**config.mk**
```make
export PLATFORM = sky130hd
export DESIGN_NAME = axis_switch_top
export DESIGN_NICKNAME = d
export VERILOG_FILES = /design/src/verilog/axis_switch_pkg.sv /design/src/verilog/axis_dest_demux.sv /design/src/verilog/axis_frame_fifo.sv /design/src/verilog/axis_rr_mux.sv /design/src/verilog/axis_switch_top.sv
export VERILOG_INCLUDE_DIRS = /design/src /design/src/verilog
export SDC_FILE = /design/constraint.sdc
export NUM_CORES = 1
export LEC_CHECK = 0
export ABC_AREA = 1
export ABC_CLOCK_PERIOD_IN_PS = 2600
export BUFFER_PORTS_ARGS = -buffer_cell sky130_fd_sc_hd__buf_2
export CORE_AREA = 2 2 235 237
export DETAILED_ROUTE_END_ITERATION = 7
export DIE_AREA = 0 0 237 239
export SETUP_SLACK_MARGIN = 0.5
export SYNTH_ARGS = -nofsm -noshare
export SYNTH_HDL_FRONTEND = slang
export SYNTH_SLANG_ARGS = --single-unit
```
**constraint.sdc**
```tcl
create_clock -name clk -period 2.6 [get_ports clk]
set_input_delay 0.13 -clock clk [delete_from_list [all_inputs] [get_ports clk]]
set_output_delay 0.13 -clock clk [all_outputs]
set_load 0.005 [all_outputs]
```
**src/verilog/axis_switch_config.svh**
```systemverilog
`ifndef AXIS_SWITCH_CONFIG_SVH
`define AXIS_SWITCH_CONFIG_SVH

// --------------------
// stream widths
// --------------------
`define SW_DATA_WIDTH 8
`define SW_DEST_WIDTH 2

// one frame fifo per dest value.
`define SW_NUM_PORTS 4

// --------------------
// fifo sizing
// --------------------
`define SW_FIFO_ADDR_WIDTH 3

// tuser on the last beat that marks a bad frame.
`define SW_BAD_FRAME_VALUE 1'b1

`endif

```
**src/verilog/axis_switch_pkg.sv**
```systemverilog
`include "axis_switch_config.svh"

package axis_switch_pkg;

  // --------------------
  // payload types
  // --------------------
  typedef logic [`SW_DATA_WIDTH-1:0] data_t;
  typedef logic [`SW_DEST_WIDTH-1:0] dest_t;

  // fifo pointer, msb is the wrap bit.
  typedef logic [`SW_FIFO_ADDR_WIDTH:0] ptr_t;

  typedef logic [`SW_NUM_PORTS-1:0] port_mask_t; // one bit per fifo.

  // --------------------
  // output arbiter
  // --------------------
  typedef enum logic {
    MUX_IDLE,  // looking for a fifo with data.
    MUX_FRAME  // passing one frame.
  } mux_state_t;

endpackage

```
**src/verilog/axis_dest_demux.sv**
```systemverilog
`timescale 1ns/100ps
`include "axis_switch_config.svh"

module axis_dest_demux (
  // upstream stream
  input  logic [`SW_DATA_WIDTH-1:0] s_tdata,
  input  logic                      s_tvalid,
  input  logic                      s_tlast,
  input  logic [`SW_DEST_WIDTH-1:0] s_tdest,
  input  logic                      s_tuser,
  output logic                      s_tready,

  // fifo array side
  output logic [`SW_DATA_WIDTH-1:0] fifo_tdata,
  output logic [`SW_NUM_PORTS-1:0]  fifo_tvalid,
  output logic                      fifo_tlast,
  output logic                      fifo_tuser,
  input  logic [`SW_NUM_PORTS-1:0]  fifo_tready
);

  logic [`SW_NUM_PORTS-1:0] dest_sel;   // decoded tdest.
  logic [`SW_NUM_PORTS-1:0] ready_hit;  // ready of the addressed fifo only.

  // --------------------
  // tdest decode
  // --------------------
  always_comb begin
    for (int i = 0; i < `SW_NUM_PORTS; i++) begin
      dest_sel[i] = (s_tdest == i[`SW_DEST_WIDTH-1:0]);
    end
  end

  // valid only reaches the selected fifo.
  always_comb begin
    if (s_tvalid) begin
      fifo_tvalid = dest_sel;
    end else begin
      fifo_tvalid = '0;
    end
  end

  // --------------------
  // ready return
  // --------------------
  assign ready_hit = dest_sel & fifo_tready;
  assign s_tready  = |ready_hit;  // zero latency back to the source.

  // payload is shared by all fifos.
  assign fifo_tdata = s_tdata;
  assign fifo_tlast = s_tlast;
  assign fifo_tuser = s_tuser;

endmodule

```
**src/verilog/axis_frame_fifo.sv**
```systemverilog
`timescale 1ns/100ps
`include "axis_switch_config.svh"

module axis_frame_fifo (
  input  logic                   clk,
  input  logic                   rst,

  // write side
  input  axis_switch_pkg::data_t s_tdata,
  input  logic                   s_tvalid,
  input  logic                   s_tlast,
  input  logic                   s_tuser,
  output logic                   s_tready,

  // read side
  output axis_switch_pkg::data_t m_tdata,
  output logic                   m_tvalid,
  output logic                   m_tlast,
  input  logic                   m_tready,

  // frame outcome pulses
  output logic                   status_overflow,
  output logic                   status_bad_frame,
  output logic                   status_good_frame
);

  localparam int AW    = `SW_FIFO_ADDR_WIDTH;
  localparam int DEPTH = 2 ** AW;
  localparam axis_switch_pkg::ptr_t PTR_INC = axis_switch_pkg::ptr_t'(1);

  axis_switch_pkg::data_t mem_data [DEPTH];
  logic                   mem_last [DEPTH];

  axis_switch_pkg::ptr_t  wr_ptr;          // committed frames end here.
  axis_switch_pkg::ptr_t  wr_ptr_next;
  axis_switch_pkg::ptr_t  wr_ptr_cur;      // speculative, frame in progress.
  axis_switch_pkg::ptr_t  wr_ptr_cur_next;
  axis_switch_pkg::ptr_t  rd_ptr;
  axis_switch_pkg::ptr_t  rd_ptr_next;

  logic                   wr_en;
  logic                   rd_en;
  logic                   store_output;
  logic                   full_cur;
  logic                   full_wr;
  logic                   empty;

  logic                   drop_frame;
  logic                   drop_frame_next;
  logic                   overflow;
  logic                   overflow_next;
  logic                   bad_frame;
  logic                   bad_frame_next;
  logic                   good_frame;
  logic                   good_frame_next;

  axis_switch_pkg::data_t mem_rd_data;
  logic                   mem_rd_last;
  logic                   mem_rd_valid;
  logic                   mem_rd_valid_next;
  axis_switch_pkg::data_t out_data;
  logic                   out_last;
  logic                   out_valid;
  logic                   out_valid_next;

  assign full_cur = (wr_ptr_cur[AW] != rd_ptr[AW]) &&
                    (wr_ptr_cur[AW-1:0] == rd_ptr[AW-1:0]);
  assign full_wr  = (wr_ptr[AW] != wr_ptr_cur[AW]) &&
                    (wr_ptr[AW-1:0] == wr_ptr_cur[AW-1:0]);
  assign empty    = (wr_ptr == rd_ptr);

  assign s_tready = 1'b1; // drop when full, never stall.

  // --------------------
  // write and commit
  // --------------------
  always_comb begin
    wr_en           = 1'b0;
    drop_frame_next = drop_frame;
    overflow_next   = 1'b0;
    bad_frame_next  = 1'b0;
    good_frame_next = 1'b0;
    wr_ptr_next     = wr_ptr;
    wr_ptr_cur_next = wr_ptr_cur;
    if (s_tvalid && s_tready) begin
      if (full_cur || full_wr || drop_frame) begin
        drop_frame_next = 1'b1; // swallow rest of frame.
        if (s_tlast) begin
          wr_ptr_cur_next = wr_ptr;
          drop_frame_next = 1'b0;
          overflow_next   = 1'b1;
        end
      end else begin
        wr_en           = 1'b1;
        wr_ptr_cur_next = wr_ptr_cur + PTR_INC;
        if (s_tlast) begin
          if (s_tuser == `SW_BAD_FRAME_VALUE) begin
            wr_ptr_cur_next = wr_ptr; // rewind.
            bad_frame_next  = 1'b1;
          end else begin
            wr_ptr_next     = wr_ptr_cur + PTR_INC;
            good_frame_next = 1'b1;
          end
        end
      end
    end
  end

  always_ff @(posedge clk) begin
    if (rst) begin
      wr_ptr     <= '0;
      wr_ptr_cur <= '0;
      drop_frame <= 1'b0;
      overflow   <= 1'b0;
      bad_frame  <= 1'b0;
      good_frame <= 1'b0;
    end else begin
      wr_ptr     <= wr_ptr_next;
      wr_ptr_cur <= wr_ptr_cur_next;
      drop_frame <= drop_frame_next;
      overflow   <= overflow_next;
      bad_frame  <= bad_frame_next;
      good_frame <= good_frame_next;
    end
  end

  always_ff @(posedge clk) begin
    if (wr_en) begin
      mem_data[wr_ptr_cur[AW-1:0]] <= s_tdata;
      mem_last[wr_ptr_cur[AW-1:0]] <= s_tlast;
    end
  end

  // --------------------
  // read pipeline
  // --------------------
  always_comb begin
    rd_en             = 1'b0;
    rd_ptr_next       = rd_ptr;
    mem_rd_valid_next = mem_rd_valid;
    if (store_output || !mem_rd_valid) begin
      if (!empty) begin
        rd_en             = 1'b1;
        mem_rd_valid_next = 1'b1;
        rd_ptr_next       = rd_ptr + PTR_INC;
      end else begin
        mem_rd_valid_next = 1'b0;
      end
    end
  end

  always_ff @(posedge clk) begin
    if (rst) begin
      rd_ptr       <= '0;
      mem_rd_valid <= 1'b0;
    end else begin
      rd_ptr       <= rd_ptr_next;
      mem_rd_valid <= mem_rd_valid_next;
    end
    if (rd_en) begin
      mem_rd_data <= mem_data[rd_ptr[AW-1:0]];
      mem_rd_last <= mem_last[rd_ptr[AW-1:0]];
    end
  end

  // output register moves whenever it is empty or being taken.
  always_comb begin
    store_output   = m_tready || !out_valid;
    out_valid_next = store_output ? mem_rd_valid : out_valid;
  end

  always_ff @(posedge clk) begin
    if (rst) begin
      out_valid <= 1'b0;
    end else begin
      out_valid <= out_valid_next;
    end
    if (store_output) begin
      out_data <= mem_rd_data;
      out_last <= mem_rd_last;
    end
  end

  assign m_tdata  = out_data;
  assign m_tvalid = out_valid;
  assign m_tlast  = out_last;

  assign status_overflow   = overflow;
  assign status_bad_frame  = bad_frame;
  assign status_good_frame = good_frame;

endmodule

```
**src/verilog/axis_rr_mux.sv**
```systemverilog
`timescale 1ns/100ps
`include "axis_switch_config.svh"

module axis_rr_mux (
  input  logic                                        clk,
  input  logic                                        rst,

  // fifo side
  input  axis_switch_pkg::data_t [`SW_NUM_PORTS-1:0]  q_tdata,
  input  axis_switch_pkg::port_mask_t                 q_tvalid,
  input  axis_switch_pkg::port_mask_t                 q_tlast,
  output axis_switch_pkg::port_mask_t                 q_tready,

  // merged output
  output axis_switch_pkg::data_t                      m_tdata,
  output logic                                        m_tvalid,
  output logic                                        m_tlast,
  output axis_switch_pkg::dest_t                      m_tdest,
  input  logic                                        m_tready
);

  axis_switch_pkg::mux_state_t state;
  axis_switch_pkg::mux_state_t state_next;
  axis_switch_pkg::dest_t      grant;       // also the last fifo served.
  axis_switch_pkg::dest_t      grant_next;
  axis_switch_pkg::dest_t      pick;
  logic                        found;
  logic                        out_ready;
  logic                        xfer;

  axis_switch_pkg::data_t      out_data;
  axis_switch_pkg::dest_t      out_dest;
  logic                        out_last;
  logic                        out_valid;

  // --------------------
  // round robin search
  // --------------------
  always_comb begin
    axis_switch_pkg::dest_t cand;
    found = 1'b0;
    pick  = grant;
    cand  = grant;
    for (int i = 1; i <= `SW_NUM_PORTS; i++) begin
      cand = axis_switch_pkg::dest_t'(grant + i); // starts after last grant.
      if (!found && q_tvalid[cand]) begin
        found = 1'b1;
        pick  = cand;
      end
    end
  end

  assign out_ready = m_tready || !out_valid;
  assign xfer      = (state == axis_switch_pkg::MUX_FRAME) && q_tvalid[grant] && out_ready;

  always_comb begin
    q_tready = '0;
    if (state == axis_switch_pkg::MUX_FRAME) begin
      q_tready[grant] = out_ready;
    end
  end

  // --------------------
  // frame state
  // --------------------
  always_comb begin
    state_next = state;
    grant_next = grant;
    case (state)
      axis_switch_pkg::MUX_IDLE: begin
        if (found) begin
          state_next = axis_switch_pkg::MUX_FRAME;
          grant_next = pick;
        end
      end
      default: begin
        if (xfer && q_tlast[grant]) begin
          state_next = axis_switch_pkg::MUX_IDLE; // frame done.
        end
      end
    endcase
  end

  always_ff @(posedge clk) begin
    if (rst) begin
      state     <= axis_switch_pkg::MUX_IDLE;
      grant     <= '0;
      out_valid <= 1'b0;
    end else begin
      state <= state_next;
      grant <= grant_next;
      if (xfer) begin
        out_valid <= 1'b1;
      end else if (m_tready) begin
        out_valid <= 1'b0;
      end
    end
    if (xfer) begin
      out_data <= q_tdata[grant];
      out_last <= q_tlast[grant];
      out_dest <= grant; // fifo index is the dest.
    end
  end

  assign m_tdata  = out_data;
  assign m_tvalid = out_valid;
  assign m_tlast  = out_last;
  assign m_tdest  = out_dest;

endmodule

```
**src/verilog/axis_switch_top.sv**
```systemverilog
`timescale 1ns/100ps
`include "axis_switch_config.svh"

module axis_switch_top (
  input  logic                        clk,
  input  logic                        rst,

  // input stream
  input  axis_switch_pkg::data_t      s_tdata,
  input  logic                        s_tvalid,
  output logic                        s_tready,
  input  logic                        s_tlast,
  input  axis_switch_pkg::dest_t      s_tdest,
  input  logic                        s_tuser,

  // output stream
  output axis_switch_pkg::data_t      m_tdata,
  output logic                        m_tvalid,
  input  logic                        m_tready,
  output logic                        m_tlast,
  output axis_switch_pkg::dest_t      m_tdest,

  // per fifo outcome pulses
  output axis_switch_pkg::port_mask_t status_overflow,
  output axis_switch_pkg::port_mask_t status_bad_frame,
  output axis_switch_pkg::port_mask_t status_good_frame
);

  // --------------------
  // demux to fifos
  // --------------------
  axis_switch_pkg::data_t                     fifo_tdata;
  axis_switch_pkg::port_mask_t                fifo_tvalid;
  logic                                       fifo_tlast;
  logic                                       fifo_tuser;
  axis_switch_pkg::port_mask_t                fifo_tready;

  // --------------------
  // fifos to mux
  // --------------------
  axis_switch_pkg::data_t [`SW_NUM_PORTS-1:0] q_tdata;
  axis_switch_pkg::port_mask_t                q_tvalid;
  axis_switch_pkg::port_mask_t                q_tlast;
  axis_switch_pkg::port_mask_t                q_tready;

  axis_dest_demux demux_i (
    .s_tdata     (s_tdata),
    .s_tvalid    (s_tvalid),
    .s_tlast     (s_tlast),
    .s_tdest     (s_tdest),
    .s_tuser     (s_tuser),
    .s_tready    (s_tready),
    .fifo_tdata  (fifo_tdata),
    .fifo_tvalid (fifo_tvalid),
    .fifo_tlast  (fifo_tlast),
    .fifo_tuser  (fifo_tuser),
    .fifo_tready (fifo_tready)
  );

  for (genvar i = 0; i < `SW_NUM_PORTS; i++) begin : g_fifo
    axis_frame_fifo fifo_i (
      .clk               (clk),
      .rst               (rst),
      .s_tdata           (fifo_tdata),
      .s_tvalid          (fifo_tvalid[i]),
      .s_tlast           (fifo_tlast),
      .s_tuser           (fifo_tuser),
      .s_tready          (fifo_tready[i]),
      .m_tdata           (q_tdata[i]),
      .m_tvalid          (q_tvalid[i]),
      .m_tlast           (q_tlast[i]),
      .m_tready          (q_tready[i]),
      .status_overflow   (status_overflow[i]),
      .status_bad_frame  (status_bad_frame[i]),
      .status_good_frame (status_good_frame[i])
    );
  end

  axis_rr_mux mux_i (
    .clk      (clk),
    .rst      (rst),
    .q_tdata  (q_tdata),
    .q_tvalid (q_tvalid),
    .q_tlast  (q_tlast),
    .q_tready (q_tready),
    .m_tdata  (m_tdata),
    .m_tvalid (m_tvalid),
    .m_tlast  (m_tlast),
    .m_tdest  (m_tdest),
    .m_tready (m_tready)
  );

endmodule

```
# Word level (Yosys, flattened, before mapping)
# Memories as Yosys holds them, arrays and structs flattened. A register that Yosys moved wholly into a read port is not among the register bits.
# Index checks and enable logic that the tools add are counted.
# totals
reg_bits,123
ramBits,288
inputBits,16
out_inout_bits,25
word_cells,267
mem_count,8
# mem_list
memory,depth,width,read_ports,rd_clocked_by_memory_dff,wr,line,text
g_fifo[0].fifo_i.mem_data,8,8,1,1,1,axis_frame_fifo.sv:31,axis_switch_pkg::data_t mem_data [DEPTH];
g_fifo[1].fifo_i.mem_data,8,8,1,1,1,axis_frame_fifo.sv:31,
g_fifo[2].fifo_i.mem_data,8,8,1,1,1,axis_frame_fifo.sv:31,
g_fifo[3].fifo_i.mem_data,8,8,1,1,1,axis_frame_fifo.sv:31,
g_fifo[0].fifo_i.mem_last,8,1,1,1,1,axis_frame_fifo.sv:32,logic mem_last [DEPTH];
g_fifo[1].fifo_i.mem_last,8,1,1,1,1,axis_frame_fifo.sv:32,
+2 memories,--,--,--,--,--,--,
# op_classes
addsub,12
n_lt_le_gt_ge,6
n_eq_ne,27
n_mux,77
bitwise_logic,14
n_reduce_logical,73
# ops
op,n
two-way mux 4 bit,18
two-way mux 1 bit,46
adder 4 x 1 -> 4 bit (second input constant),8
equality test 3 bit,8
AND reduction 2 bit,12
OR reduction 3 bit,8
logical OR 1 bit,17
binary-select mux 8 bit (select 2 bit),1
equality test 4 bit,4
logical AND 1 bit,15
< comparator 2 x 3 -> 1 bit (second input constant),5
AND reduction 3 bit,5
inverter 1 bit,13
binary-select mux 1 bit (select 2 bit),6
zero test 1 bit,12
two-way mux 2 bit,4
two-way mux 8 bit,1
!= test 1 bit,8
!= test 2 bit (second input constant),4
adder 2 x 1 -> 2 bit (second input constant),2
adder 2 bit (second input constant),2
bitwise AND 4 bit,1
equality test 2 bit (second input constant),2
nonzero test 4 bit,1
other kinds (6),6

# Longest topological paths before layout
# depth
ltp_word,15
ltp_mapped,16
mapped_depth_nobuf,12

# By module
# From an unflattened synthesis, not the netlist that was laid out.
# hier_totals
hier_cells,1852
hier_area_um2,19442.4
# by_module_without_submodules
mod,n_inst,cells_each,area_per_inst_um2,seq_area_each_um2
axis_frame_fifo (g_fifo[0].fifo_i ...),2,414,4509.3,3062.9
axis_frame_fifo (g_fifo[3].fifo_i),1,420,4606.9,3062.9
axis_frame_fifo (g_fifo[2].fifo_i),1,421,4531.8,3062.9
axis_rr_mux,1,156,1132.3,410.4
axis_dest_demux,1,27,152.6,0.0

# Least setup slack after synthesis
# OpenSTA, ideal clock, no wires.
# synth_path
path_type,reg-to-reg
start,reg mux_i.grant[0]
end,reg g_fifo[0].fifo_i.rd_ptr[2]
arrival_ps,2146
path_slack_ps,385
path_stages_with_launch,14
path_buffers,4
period_less_slack_ps,2215
path_cell_list,dfxtp_1 buf_2 buf_2 inv_1 buf_2 buf_2 ha_1 a31oi_1 nand2_1 nand2_1 inv_1 nand3_1 nand2_1 a21oi_1
# synth_between
elab_chain_len,9
elab_cells_between_ends,10
# synth_rtl
item,line,text
"start, declared",axis_rr_mux.sv:24,axis_switch_pkg::dest_t grant;
"start signal, assigned",axis_rr_mux.sv:91,grant <= grant_next;
< comparator 2 x 3 -> 1 bit (not written as such) or greater-or-equal comparator 2 x 1 -> 1 bit (tied branches),axis_rr_mux.sv:59,q_tready[grant] = out_ready;
logical AND 1 bit (not written as such),axis_rr_mux.sv:59,
two-way mux 1 bit (not written as such),axis_rr_mux.sv:59,
demux 1 bit (select 2 bit) (*),--,
bitwise AND 4 bit (no source line) (*),--,
two-way mux 4 bit (*),axis_rr_mux.sv:58,if (state == axis_switch_pkg::MUX_FRAME) begin
logical OR 1 bit (*),axis_frame_fifo.sv:168,store_output = m_tready || !out_valid;
logical OR 1 bit (*),axis_frame_fifo.sv:141,if (store_output || !mem_rd_valid) begin
AND reduction 2 bit (no source line) (*),--,
"end signal, assigned",axis_frame_fifo.sv:157,rd_ptr <= rd_ptr_next;
"end, declared",axis_frame_fifo.sv:38,axis_switch_pkg::ptr_t rd_ptr;
# Every way passes the cells marked *; elsewhere a longest branch is shown, timed or not.
# A chain may end at the register's enable or synchronous reset.

# Final worst setup path
# layout_path
start,reg mux_i.grant[1]
end,reg g_fifo[1].fifo_i.rd_ptr[2]
# layout_between
elab_chain_len,9
elab_cells_between_ends,10
# layout_rtl
item,line
< comparator 2 x 3 -> 1 bit (not written as such) or greater-or-equal comparator 2 x 1 -> 1 bit (tied branches),axis_rr_mux.sv:59
logical AND 1 bit (not written as such),axis_rr_mux.sv:59
two-way mux 1 bit (not written as such),axis_rr_mux.sv:59
demux 1 bit (select 2 bit) (*),--
bitwise AND 4 bit (no source line) (*),--
two-way mux 4 bit (*),axis_rr_mux.sv:58
logical OR 1 bit (*),axis_frame_fifo.sv:168
logical OR 1 bit (*),axis_frame_fifo.sv:141
AND reduction 2 bit (no source line) (*),--
"end signal, assigned",axis_frame_fifo.sv:157
"end, declared",axis_frame_fifo.sv:38
# Marked as above.

==> impl_metrics.env <==
export IMPL_status="completed"
export IMPL_post_synth_top_count_cell="nor2_1"
export IMPL_vias=12700
export IMPL_netlist_area_leader_share_pct=59.2
export IMPL_globalplace_congestion=0.877
export IMPL_synthTopCellsByArea="edfxtp_1 59%, dfxtp_1 8.1%, nor2_1 7.5%, nand2_1 5.8%, o21ai_0 5.5%"
export IMPL_die_x_um=237
export IMPL_numPortBuffers=39
export IMPL_fin_setup_tns_ns=0
export IMPL_finalSetupViolations=0
export IMPL_reg2reg_depth=10
export IMPL_grt_pass1_vias=12300
export IMPL_whs_ns=0.0503
export IMPL_max_cap_violations=0
export IMPL_initial_core_util_pct=34.7
export IMPL_min_delay_start="s_tvalid"
export IMPL_fin_nets=1871
export IMPL_vias_per_cell=4.93
export IMPL_finish_instance_area_sq_um=21600
export IMPL_cp_arrival_ns=2.47
export IMPL_antenna_found_initial=1
export IMPL_period_needed_ns=1.97
export IMPL_top_level_ports=41
export IMPL_cts_tree="done"
export IMPL_slew_headroom_pct=41.1
export IMPL_hpwl_um=28500
export IMPL_tightest_slew_ns=0.883
export IMPL_r2r_end="g_fifo[1].fifo_i.rd_ptr[2]"
export IMPL_hold_path_end="g_fifo[1].fifo_i.status_overflow"
export IMPL_insertion_delay_ns=0.58
export IMPL_rsz0062_at_grt="yes"
export IMPL_leakagePower_uw=0.00799
export IMPL_synthTopCellsByCount="375 x nor2_1, 371 x edfxtp_1, 290 x nand2_1, 208 x o21ai_0, 86 x inv_1"
export IMPL_diodes=0
export IMPL_synthCells=1781
export IMPL_drt_pass1_iter_count=5
export IMPL_grt_start_max_net_pins=58
export IMPL_h_tree_depth=2
export IMPL_ff2ff_setup_slack_ns=0.63
export IMPL_finalHoldViolCount=0
export IMPL_period_share_pct=75.7
export IMPL_cp_end_kind="register"
export IMPL_grt_pass1_wl_um=69600
export IMPL_synth_area_sq_um=18800
export IMPL_synth_seq_cells=447
export IMPL_cp_required_ns=3.10
export IMPL_cts_buffers=47
export IMPL_rr_startpoint="mux_i.grant[1]"
export IMPL_synth_top_cell_by_area="edfxtp_1"
export IMPL_synth_edf_count=371
export IMPL_seq_area_sq_um=12700
export IMPL_die_h_um=239
export IMPL_clkTransAtPathRegs_ns=0.06
export IMPL_avgSynthCellArea_sq_um=10.6
export IMPL_p_total_uw=21200
export IMPL_fin_skew_ns=0.0156
export IMPL_synth_cell_type_count=40
export IMPL_rows=86
export IMPL_dieArea_sq_um=56600
export IMPL_async_flop_share_pct=0
export IMPL_min_path_type="in2reg"
export IMPL_place_area_sq_um=19900
export IMPL_clock_fmax_mhz=508
export IMPL_crit_path_start_kind="register"
export IMPL_powerDensity_nw_per_um2=979
export IMPL_drt_iter0_drc=1145
export IMPL_grt_overflow=0
export IMPL_routed_wl_um=44500
export IMPL_area_growth_syn_to_layout_pct=14.8
export IMPL_multiInputGateArea_sq_um=5290
export IMPL_worstSetupPathType="reg2reg"
export IMPL_ir_drop_uv=481
export IMPL_drive_gt1_share_pct=13.4
export IMPL_n_fill_cell=5165
export IMPL_grt_use_total_pct=15.7
export IMPL_wl_per_cell_um=17.2
export IMPL_cts_sinks=447
export IMPL_cts_path_max_buffers=3
export IMPL_synth_nets=1809
export IMPL_drc=0
export IMPL_core_sq_um=54300
export IMPL_fin_util_pct=39.8
export IMPL_ys_warn_count=0
export IMPL_synth_ff_type="edfxtp_1"
export IMPL_ys_seq_area_share_pct=67.2
export IMPL_holdPathStages=5
export IMPL_ant_nets=0
export IMPL_slew_viol_final=0
export IMPL_critPathMaxFanout=14
export IMPL_cts_root_buf="clkbuf_16"
==> timing repair <==
action,4_1_cts,5_1_grt
hold endpoints to repair,9,0
resized for setup,4,17
buffers inserted,1,2
setup endpoints to repair,72,230
hold buffers,4,0
==> flip-flops by register name, indices dropped and copies added (netlist names), 8 cells and up <==
name and count:
mux_i.m_tdata 8, g_fifo.fifo_i.mem_last 32, g_fifo.fifo_i.wr_ptr 16, g_fifo.fifo_i.rd_ptr 16, g_fifo.fifo_i.wr_ptr_cur 16, g_fifo.fifo_i.mem_rd_data 32, g_fifo.fifo_i.m_tdata 32, g_fifo.fifo_i.mem_data 256
==> area by class of cell <==
cell class	count	area share [%]
flip-flops and latches	447	58.7
multi-input cells	1124	24.5
clock buffers	61	5.93
well taps	704	4.08
repair buffers	111	3.45
inverters	112	2.00
clock inverters	24	1.41
==> metrics by stage <==
step                      instances  worst slack, ns
after CTS                      2581            0.500
after global placement         2491            0.338
after global routing           2583            0.452
final                          2583            0.631
after floorplan                1781            0.469
after detailed placement       2491            0.268
==> worst max-delay path by stage <==
stage	depth (start not counted)	slack [ns]	to	start
after global routing	10	0.45	g_fifo[1].fifo_i.rd_ptr[2]	mux_i.grant[1]
after detailed placement	9	0.27	g_fifo[0].fifo_i.rd_ptr[2]	mux_i.grant[0]
after CTS	9	0.50	g_fifo[0].fifo_i.rd_ptr[2]	mux_i.grant[0]
final	10	0.63	g_fifo[1].fifo_i.rd_ptr[2]	mux_i.grant[1]
after floorplan	10	0.47	g_fifo[0].fifo_i.mem_data[2][0]	g_fifo[0].fifo_i.wr_ptr_cur[2]
after global placement	9	0.34	g_fifo[0].fifo_i.rd_ptr[2]	mux_i.grant[0]
==> layout by cell type, fill, tap and decap left out, types with 8 or more instances in the layout <==
| cell type | count |
|---|---|
| nor2_1 | 374 |
| edfxtp_1 | 371 |
| nand2_1 | 287 |
| o21ai_0 | 208 |
| inv_1 | 82 |
| buf_4 | 68 |
| dfxtp_1 | 65 |
| clkbuf_16 | 49 |
| o22ai_1 | 45 |
| buf_2 | 39 |
| a31oi_1 | 37 |
| a21oi_1 | 37 |
| xor2_1 | 27 |
| nand3_1 | 26 |
| inv_2 | 24 |
| nor3_1 | 12 |
| ha_1 | 12 |
| clkbuf_1 | 11 |
| dfxtp_2 | 10 |
| nand2_2 | 9 |
| nand4_1 | 9 |
| nor2_2 | 8 |
==> logic make-up (layout without fill, tap and decap cells) <==
logic type | Yosys count | count (layout) | synth area share (%)
other | 1 | 1 | 0.0199
AOI/OAI and AO/OA | 337 | 337 | 9.53
adders and majority gates | 12 | 12 | 0.797
muxes | 1 | 1 | 0.0531
DFF | 447 | 447 | 67.2
and+or+nand+nor | 744 | 744 | 16.1
xor gates and xnor gates | 29 | 29 | 1.35
buffers and inverters | 210 | 308 | 4.90
==> power breakdown <==
group | internal (uW) | leakage, uW | switching (uW)
combinational | 1450 | 0.00319 | 3300
clock | 4170 | 0.000759 | 2740
sequential | 9000 | 0.00404 | 497
==> per-layer routing <==
layer  global-route usage, %  part of all wire [%]  vias up
li1                        -                     -     6204
met2                    25.0                    45      378
met3                    2.23                   5.7       78
met1                    22.2                    47     6082
met4                    5.10                   2.5        0
met5                       0                     0        -
==> worst max-delay path, cell delays in order (launching register included) <==
cell        delay [ns]
dfxtp_1           0.33
inv_1             0.18
ha_1              0.26
a31oi_2           0.28
nand2_1           0.17
nand2_4           0.16
clkinvlp_4        0.09
buf_4             0.19
nand3_1           0.08
nand2_1           0.05
a21oi_1           0.12
(Power assumes the default switching activity.)
